--- config.mk ---
export PLATFORM = sky130hd
export DESIGN_NAME = bluetoothConnection
export DESIGN_NICKNAME = d
export VERILOG_FILES = /design/src/design/btLinkPkg.sv /design/src/design/uartReceiver.sv /design/src/design/uartTransmitter.sv /design/src/design/messageBuffer.sv /design/src/design/linkController.sv /design/src/design/bluetoothConnection.sv
export VERILOG_INCLUDE_DIRS = /design/src /design/src/design
export SDC_FILE = /design/constraint.sdc
export NUM_CORES = 1
export LEC_CHECK = 0
export ABC_CLOCK_PERIOD_IN_PS = 4400
export BUFFER_PORTS_ARGS = -buffer_cell sky130_fd_sc_hd__buf_2
export CAP_MARGIN = 20
export CORE_MARGIN = 8
export CORE_UTILIZATION = 65
export CTS_CLUSTER_DIAMETER = 120
export CTS_CLUSTER_SIZE = 16
export DETAILED_ROUTE_END_ITERATION = 16
export GPL_TIMING_DRIVEN = 1
export PLACE_DENSITY_LB_ADDON = 0.12
export SYNTH_ARGS = -nofsm -noshare
export SYNTH_HDL_FRONTEND = slang
export SYNTH_HIERARCHICAL = 1
export SYNTH_SLANG_ARGS = --single-unit
--- constraint.sdc ---
create_clock -name clock -period 4.4 [get_ports clock]
set_clock_uncertainty 0.2 [all_clocks]
set_input_delay 0 -clock clock [delete_from_list [all_inputs] [get_ports clock]]
set_output_delay 0 -clock clock [all_outputs]
set_load 0.005 [all_outputs]
--- src/design/btLink_macros.svh ---
`ifndef BT_LINK_MACROS_SVH
`define BT_LINK_MACROS_SVH

// ----------------------------------------
// Serial link timing
// ----------------------------------------

// Clock cycles per UART bit, kept small so simulation stays short.
`define BT_CLOCKS_PER_BIT 16

// ----------------------------------------
// Buffers and break
// ----------------------------------------

`define BT_BUFFER_DEPTH 8 // Entries per FIFO, a power of two.
`define BT_BUFFER_LEVEL_BITS 4 // Wide enough to hold a full count.

`define BT_BREAK_CYCLES 64 // Cycles the BREAK pin stays high.

`endif

--- src/design/btLinkPkg.sv ---
`include "btLink_macros.svh"

package btLinkPkg;

	// One byte on the serial link or the host port.
	typedef logic [7:0] btByte;

	typedef logic [`BT_BUFFER_LEVEL_BITS-1:0] bufferLevel; // FIFO fill count.

	// Host status word.
	// Bit 0 is the module state pin, bit 1 the break in progress.
	// Bits 2 to 4 are the sticky flags, dropped send, receive overflow
	// and framing error. Bits 11:8 and 15:12 carry the two fill levels.
	typedef logic [15:0] statusWord;

	// Controller states. BREAKING takes priority over the transmit states.
	typedef enum logic [1:0] {
		IDLE,
		LAUNCH,
		SENDING,
		BREAKING
	} linkState;

endpackage

--- src/design/uartReceiver.sv ---
`include "btLink_macros.svh"

module uartReceiver (
	input logic clock,
	input logic reset,
	input logic fpgaRxd,
	output btLinkPkg::btByte rxData,
	output logic byteReady,
	output logic frameError
);
	typedef enum logic [1:0] {RX_IDLE, RX_START, RX_DATA, RX_STOP} rxPhase;

	localparam logic [7:0] lastTick = 8'(`BT_CLOCKS_PER_BIT - 1);
	localparam logic [7:0] halfTick = 8'(`BT_CLOCKS_PER_BIT / 2 - 1);

	logic [1:0] syncStage;
	logic rxSync;
	rxPhase phase;
	logic [7:0] tickCount;
	logic [2:0] bitIndex;

	assign rxSync = syncStage[1]; // Line value after the synchronizer.

	always_ff @(posedge clock) begin
		if (reset) begin
			syncStage <= 2'b11; // An idle line reads high.
		end else begin
			syncStage <= {syncStage[0], fpgaRxd};
		end
	end

	always_ff @(posedge clock) begin
		if (reset) begin
			phase <= RX_IDLE;
			tickCount <= '0;
			bitIndex <= '0;
			byteReady <= 1'b0;
			frameError <= 1'b0;
		end else begin
			byteReady <= 1'b0;
			frameError <= 1'b0;
			case (phase)
				RX_IDLE: begin
					tickCount <= '0;
					if (!rxSync) phase <= RX_START; // Possible start edge.
				end
				RX_START: begin
					if (tickCount == halfTick) begin
						tickCount <= '0;
						bitIndex <= '0;
						phase <= rxSync ? RX_IDLE : RX_DATA; // A high line here was a glitch.
					end else begin
						tickCount <= tickCount + 8'd1;
					end
				end
				RX_DATA: begin
					if (tickCount == lastTick) begin
						tickCount <= '0;
						bitIndex <= bitIndex + 3'd1;
						if (bitIndex == 3'd7) phase <= RX_STOP;
					end else begin
						tickCount <= tickCount + 8'd1;
					end
				end
				RX_STOP: begin
					if (tickCount == lastTick) begin
						byteReady <= rxSync; // Middle of the stop bit.
						frameError <= !rxSync;
						phase <= RX_IDLE;
					end else begin
						tickCount <= tickCount + 8'd1;
					end
				end
				default: phase <= RX_IDLE;
			endcase
		end
	end

	// Data bits arrive LSB first, so shift in from the top.
	always_ff @(posedge clock) begin
		if (phase == RX_DATA && tickCount == lastTick) rxData <= {rxSync, rxData[7:1]};
	end

	// A confirmed start bit leads to a stop bit result nine bit times later.
	assert property (@(posedge clock) disable iff (reset)
		$rose(phase == RX_DATA) |-> ##(9 * `BT_CLOCKS_PER_BIT) (byteReady || frameError));

endmodule

--- src/design/uartTransmitter.sv ---
`include "btLink_macros.svh"

module uartTransmitter (
	input logic clock,
	input logic reset,
	input logic start,
	input btLinkPkg::btByte txData,
	output logic fpgaTxd,
	output logic busy
);
	localparam logic [7:0] lastTick = 8'(`BT_CLOCKS_PER_BIT - 1);

	logic [9:0] frame;
	logic [7:0] tickCount;
	logic [3:0] bitCount;

	// The line always shows the low end of the frame register.
	assign fpgaTxd = frame[0];

	always_ff @(posedge clock) begin
		if (reset) begin
			frame <= '1; // Idle line is high.
			tickCount <= '0;
			bitCount <= '0;
			busy <= 1'b0;
		end else if (!busy) begin
			if (start) begin
				frame <= {1'b1, txData, 1'b0}; // Stop, data LSB first, start.
				tickCount <= '0;
				bitCount <= '0;
				busy <= 1'b1;
			end
		end else begin
			if (tickCount == lastTick) begin
				tickCount <= '0;
				frame <= {1'b1, frame[9:1]}; // Ones refill the line behind the stop bit.
				bitCount <= bitCount + 4'd1;
				if (bitCount == 4'd9) busy <= 1'b0; // End of the stop bit.
			end else begin
				tickCount <= tickCount + 8'd1;
			end
		end
	end

	// ----------------------------------------
	// Checks
	// ----------------------------------------

	// The controller must wait for the frame to finish before the next start.
	assert property (@(posedge clock) disable iff (reset) !(start && busy));

endmodule

--- src/design/messageBuffer.sv ---
`include "btLink_macros.svh"

module messageBuffer (
	input logic clock,
	input logic reset,
	input logic push,
	input btLinkPkg::btByte pushData,
	input logic pop,
	output btLinkPkg::btByte popData,
	output btLinkPkg::bufferLevel level
);
	import btLinkPkg::*;

	localparam int ptrBits = $clog2(`BT_BUFFER_DEPTH);
	localparam bufferLevel fullLevel = bufferLevel'(`BT_BUFFER_DEPTH);

	btByte storage [`BT_BUFFER_DEPTH];
	logic [ptrBits-1:0] writePtr;
	logic [ptrBits-1:0] readPtr;
	logic doPush;
	logic doPop;

	assign doPush = push && (level != fullLevel); // A push to a full buffer is dropped.
	assign doPop = pop && (level != '0);

	always_ff @(posedge clock) begin
		if (reset) begin
			writePtr <= '0;
			readPtr <= '0;
			level <= '0;
		end else begin
			if (doPush) writePtr <= writePtr + 1'b1;
			if (doPop) readPtr <= readPtr + 1'b1;
			case ({doPush, doPop})
				2'b10: level <= level + 1'b1;
				2'b01: level <= level - 1'b1;
				default: level <= level;
			endcase
		end
	end

	always_ff @(posedge clock) begin
		if (doPush) storage[writePtr] <= pushData;
		if (doPop) popData <= storage[readPtr]; // Holds its value when nothing is popped.
	end

	assert property (@(posedge clock) disable iff (reset) level <= fullLevel);

endmodule

--- src/design/linkController.sv ---
`include "btLink_macros.svh"

module linkController (
	input logic clock,
	input logic reset,
	input logic btState,
	input logic sendRequest,
	input logic breakRequest,
	input logic clearStatus,
	input btLinkPkg::bufferLevel txLevel,
	input btLinkPkg::bufferLevel rxLevel,
	input logic txBusy,
	input logic byteReady,
	input logic frameError,
	output logic txPush,
	output logic txPop,
	output logic txStart,
	output logic btBreak,
	output btLinkPkg::statusWord status
);
	import btLinkPkg::*;

	localparam int breakBits = $clog2(`BT_BREAK_CYCLES);
	localparam logic [breakBits-1:0] lastBreak = breakBits'(`BT_BREAK_CYCLES - 1);
	localparam bufferLevel fullLevel = bufferLevel'(`BT_BUFFER_DEPTH);

	linkState state;
	linkState nextState;
	logic [breakBits-1:0] breakCount;
	logic sendAccept;
	logic [2:0] stickyNext;

	assign btBreak = (state == BREAKING);

	// A send needs a connected module, room in the queue and no break.
	assign sendAccept = btState && (txLevel != fullLevel) && !btBreak;
	assign txPush = sendRequest && sendAccept;

	// ----------------------------------------
	// Transmit sequencing and break
	// ----------------------------------------

	always_comb begin
		nextState = state;
		txPop = 1'b0;
		txStart = 1'b0;
		case (state)
			IDLE: begin
				if (txLevel != '0) begin
					txPop = 1'b1;
					nextState = LAUNCH;
				end
			end
			LAUNCH: begin
				if (!txBusy) begin
					txStart = 1'b1; // popData of the buffer feeds the transmitter.
					nextState = SENDING;
				end
			end
			SENDING: begin
				// Fetch the next byte early so frames follow with a one cycle gap.
				if (txLevel != '0) begin
					txPop = 1'b1;
					nextState = LAUNCH;
				end else if (!txBusy) begin
					nextState = IDLE;
				end
			end
			BREAKING: begin
				if (breakCount == lastBreak) nextState = IDLE;
			end
			default: nextState = IDLE;
		endcase
		// A break drops the link, so a byte waiting for launch is discarded.
		if (breakRequest && state != BREAKING) begin
			nextState = BREAKING;
			txPop = 1'b0;
			txStart = 1'b0;
		end
	end

	always_ff @(posedge clock) begin
		if (reset) begin
			state <= IDLE;
			breakCount <= '0;
		end else begin
			state <= nextState;
			if (state != BREAKING) breakCount <= '0;
			else breakCount <= breakCount + 1'b1;
		end
	end

	// ----------------------------------------
	// Status word
	// ----------------------------------------

	always_comb begin
		stickyNext = clearStatus ? 3'b000 : status[4:2];
		if (sendRequest && !sendAccept) stickyNext[0] = 1'b1; // Dropped send.
		if (byteReady && rxLevel == fullLevel) stickyNext[1] = 1'b1; // Receive overflow.
		if (frameError) stickyNext[2] = 1'b1;
	end

	always_ff @(posedge clock) begin
		if (reset) begin
			status <= '0;
		end else begin
			status <= {rxLevel, txLevel, 3'b000, stickyNext, btBreak, btState};
		end
	end

	// The BREAK pin holds for the full length and then releases.
	assert property (@(posedge clock) disable iff (reset)
		$rose(btBreak) |-> ##(`BT_BREAK_CYCLES - 1) btBreak ##1 !btBreak);

endmodule

--- src/design/bluetoothConnection.sv ---
module bluetoothConnection (
	input logic clock,
	input logic reset,
	input logic btState,
	input logic fpgaRxd,
	input logic sendRequest,
	input btLinkPkg::btByte hostByte,
	input logic readRequest,
	input logic breakRequest,
	input logic clearStatus,
	output logic fpgaTxd,
	output logic btBreak,
	output btLinkPkg::btByte rxByte,
	output btLinkPkg::statusWord status
);
	import btLinkPkg::*;

	logic txPush;
	logic txPop;
	logic txStart;
	logic txBusy;
	btByte txHeadByte;
	bufferLevel txLevel;
	btByte rxData;
	logic byteReady;
	logic frameError;
	bufferLevel rxLevel;

	// ----------------------------------------
	// Control
	// ----------------------------------------

	linkController controller (
		.clock(clock),
		.reset(reset),
		.btState(btState),
		.sendRequest(sendRequest),
		.breakRequest(breakRequest),
		.clearStatus(clearStatus),
		.txLevel(txLevel),
		.rxLevel(rxLevel),
		.txBusy(txBusy),
		.byteReady(byteReady),
		.frameError(frameError),
		.txPush(txPush),
		.txPop(txPop),
		.txStart(txStart),
		.btBreak(btBreak),
		.status(status)
	);

	// ----------------------------------------
	// Transmit path to the module's RXD
	// ----------------------------------------

	messageBuffer txBuffer (
		.clock(clock),
		.reset(reset),
		.push(txPush),
		.pushData(hostByte),
		.pop(txPop),
		.popData(txHeadByte),
		.level(txLevel)
	);

	uartTransmitter transmitter (
		.clock(clock),
		.reset(reset),
		.start(txStart),
		.txData(txHeadByte),
		.fpgaTxd(fpgaTxd),
		.busy(txBusy)
	);

	// Receive path, the host pops rxBuffer directly.
	uartReceiver receiver (
		.clock(clock),
		.reset(reset),
		.fpgaRxd(fpgaRxd),
		.rxData(rxData),
		.byteReady(byteReady),
		.frameError(frameError)
	);

	messageBuffer rxBuffer (
		.clock(clock),
		.reset(reset),
		.push(byteReady),
		.pushData(rxData),
		.pop(readRequest),
		.popData(rxByte),
		.level(rxLevel)
	);

endmodule

==> out/summary.txt <==
Worst setup path class -> register to register
Run status -> complete, no violations
Die Area -> 18730 um2
Layout cells sized above 1 -> 14.77%
Post-Synthesis Cells -> 640
Clk sinks -> 232
# Max-Cap Violations -> 0
Flip-flop and latch area -> 6166 um2
Initial DRT Pass Iterations -> 4
CP max stage delay -> 0.60 ns
Max VDD drop -> 0.4404 mV
Vias after detailed routing -> 5296
Met1 Routed Length -> 7766 um
Required @ worst endpoint -> 4.61 ns
Max-slew violations -> 0
Startpoint Class -> register
Fin. Hold Viols -> 0
Pin count of the biggest net entering global routing -> 38
Critical-path top delay cell -> o41a_1
Global-route wire length before repair -> 27480 um
Pre-CTS setup slack -> 1.172 ns
CP Capture Type -> register
Placed wire-length estimate -> 10780 um
Pleak -> 3.609 nW
WL final -> 17130 um
Register area share after synthesis -> 64.94%
Clk slew on worst S/H paths -> 0.07 ns
Rel. slew slack -> 31.57%
Die height -> 136.9 um
Crit path max fanout -> 12
Finished layout cell area -> 10500 um2
Area delta synth->final -> 10.58%
I/O Buffers -> 38
Max Used Layer -> met4
Hold Path Depth -> 3
Tot GR Track Use -> 18.65%
Worst slew pin tran -> 1.025 ns
Distinct cell type count after synthesis -> 65
Fin Setup TNS -> 0 ns
R2R depth -> 9
Final Wtd Congestion -> 0.7622
Area of the multi-input gates -> 3078 um2
Rows -> 44
Critical Path, Cell by Cell -> nor4_1 -> nor3_1 -> o41a_1 -> ha_1 -> ha_1 -> a21oi_1 -> a21oi_1 -> or4_1 -> a21oi_1
Slack of the critical path -> 1.110 ns
Top_reg_cell synth -> edfxtp_1
Commonest non-fill, non-tap cell in the layout -> edfxtp_1
WL met3 -> 963 um
Final worst path period need -> 3.290 ns
Dominant cell type by area after synthesis -> edfxtp_1
Core Region -> 14420 um2
Met2 WL -> 8191 um
Remaining DRCs -> 0
Cell mode on critical path -> a21oi_1
Commonest cells after routing, fill and taps aside -> 152 x edfxtp_1, 80 x dfxtp_1, 51 x nor2_1
Synth async-reset ratio -> 0%
# IOs -> 42
Power density over the cells -> 380.3 nW/um2
PostCTS Resize Cnt -> 0
Hold crit path type -> primary input to register
Worst-Skew Late Latency -> 0.49 ns
Avg Synthesized Cell Area -> 14.84 um2
Post-synthesis instance area -> 9495 um2
Die extent in x -> 136.9 um
Antenna violations before repair -> 0
Period utilization -> 74.78%
Power Total -> 0.003993 W
Post-synthesis register bit count -> 232
Final Setup Violations -> 0
Congestion Overflow GR -> 0
Max Root-Sink Buffers -> 3
Synth Warn # -> 6
Initial Util -> 65.83%
# fillers -> 905
Vias in the first global route -> 5320
Antenna-violating nets left -> 0
Yosys top cell area share -> 48.07%
CTS HTree Levels -> 1
Buf+Inv Stages, Crit Path -> 0
WP data arrival -> 3.50 ns
Fmax -> 0.3039 GHz
Clock buffer count from CTS -> 18
Placement Cell Area -> 9811 um2
RSZ-0062 raised after global routing -> false
Clock Tree Root -> clkbuf_16
Synth top area cells -> edfxtp_1 48%, dfxtp_1 17%, mux4_1 8.9%, ha_1 2.2%, nor2_1 2.0%
Cell family with most CP delay -> compound AO/OA/AOI/OAI gates
Routed length per instance -> 19.29 um
1st-iter DRT viols -> 315
Antenna diodes -> 0
CTS tree -> built
Crit path depth -> 9
Hold_ws -> 0.03468 ns
Net count, final -> 727
Post-synth EDFFs -> 152
Vias per cell -> 5.964
==> cell type report <==
cell class	instances	area share, %
Multi-Input combinational cell	356	29.31
Tap cell	184	2.193
Clock inverter	1	0.08341
Clock buffer	31	4.957
Inverter	22	0.7865
Sequential cell	232	58.72
Timing Repair Buffer	62	3.944
==> kinds of logic after synthesis <==
group / after synthesis / share of synthesized area (%)
DFF: 232 / 64.94
and+or+nand+nor: 180 / 10.30
AOI/OAI and AO/OA: 73 / 5.073
muxes: 62 / 12.24
buffers and inverters: 54 / 2.991
adders and majority gates: 19 / 2.662
xor gates and xnor gates: 19 / 1.753
other: 1 / 0.03949
==> synth_stat cells, types with 4 or more instances <==
cell type,number
nand2b_1,13
nor3_1,27
nor2_1,51
buf_6,4
or2_2,4
edfxtp_1,152
xnor2_1,8
dfxtp_1,80
clkbuf_1,13
nand3_1,11
a21oi_1,25
nor2b_1,11
inv_1,21
mux2i_1,13
a31oi_1,9
buf_2,5
and3_1,6
mux4_1,32
a211oi_1,4
nor4_1,6
mux2_2,17
buf_1,4
ha_1,17
nand2_1,18
o21ai_0,6
xor2_1,11
or3_1,4
==> per-stage QoR <==
stage	instances	util [%]
2_1_floorplan	642	-
3_3_place_gp	839	67.94
6_report	888	72.80
5_1_grt	888	72.80
3_5_place_dp	840	68.02
4_1_cts	888	72.80
==> power breakdown <==
part | leakage (nW) | switching, W | internal, W
clock | 0.253 | 0.000697 | 0.000809
combinational | 1.34 | 0.0000729 | 0.0000621
sequential | 2.02 | 0.0000247 | 0.00233
==> worst paths after layout <==
check,to,start,slack (ns)
hold reg to reg,receiver/syncStage[1],receiver/syncStage[0],0.22
hold / removal,receiver/syncStage[0],fpgaRxd,0.03
setup reg to reg,txBuffer/level[3],txBuffer/level[0],1.11
setup / recovery,txBuffer/level[3],txBuffer/level[0],1.11
==> worst min-delay path: cells and delay by family <==
kind | cells | cell delay, ns
simple gates | 1 | 0.08
buf+inv | 2 | 0.61
==> flip-flops by register name, summed over array words and instances, names as in the netlist, 3 cells and up, named ones only <==
| register | cells |
|---|---|
| receiver/tickCount | 8 |
| rxBuffer/storage | 64 |
| controller/breakCount | 6 |
| txBuffer/storage | 64 |
| transmitter/frame | 9 |
| transmitter/tickCount | 8 |
| txBuffer/writePtr | 3 |
| transmitter/bitCount | 4 |
| receiver/rxData | 8 |
| txBuffer/popData | 8 |
| rxBuffer/popData | 8 |
| rxBuffer/readPtr | 3 |
| txBuffer/level | 4 |
| controller/status | 13 |
| rxBuffer/writePtr | 3 |
| txBuffer/readPtr | 3 |
| receiver/bitIndex | 3 |
| rxBuffer/level | 4 |
==> repair_timing <==
item	in CTS	in global routing
hold buffers	16	0
buffers inserted	0	0
endpoints found under the hold margin	90	0
==> routing by layer <==
metal / global-route usage (%) / up-vias
li1: - / 2559
met1: 25.16 / 2604
met2: 30.92 / 116
met3: 3.414 / 17
met4: 4.466 / 0
met5: 0 / -
No activity file was read; power rests on OpenSTA's default activity.
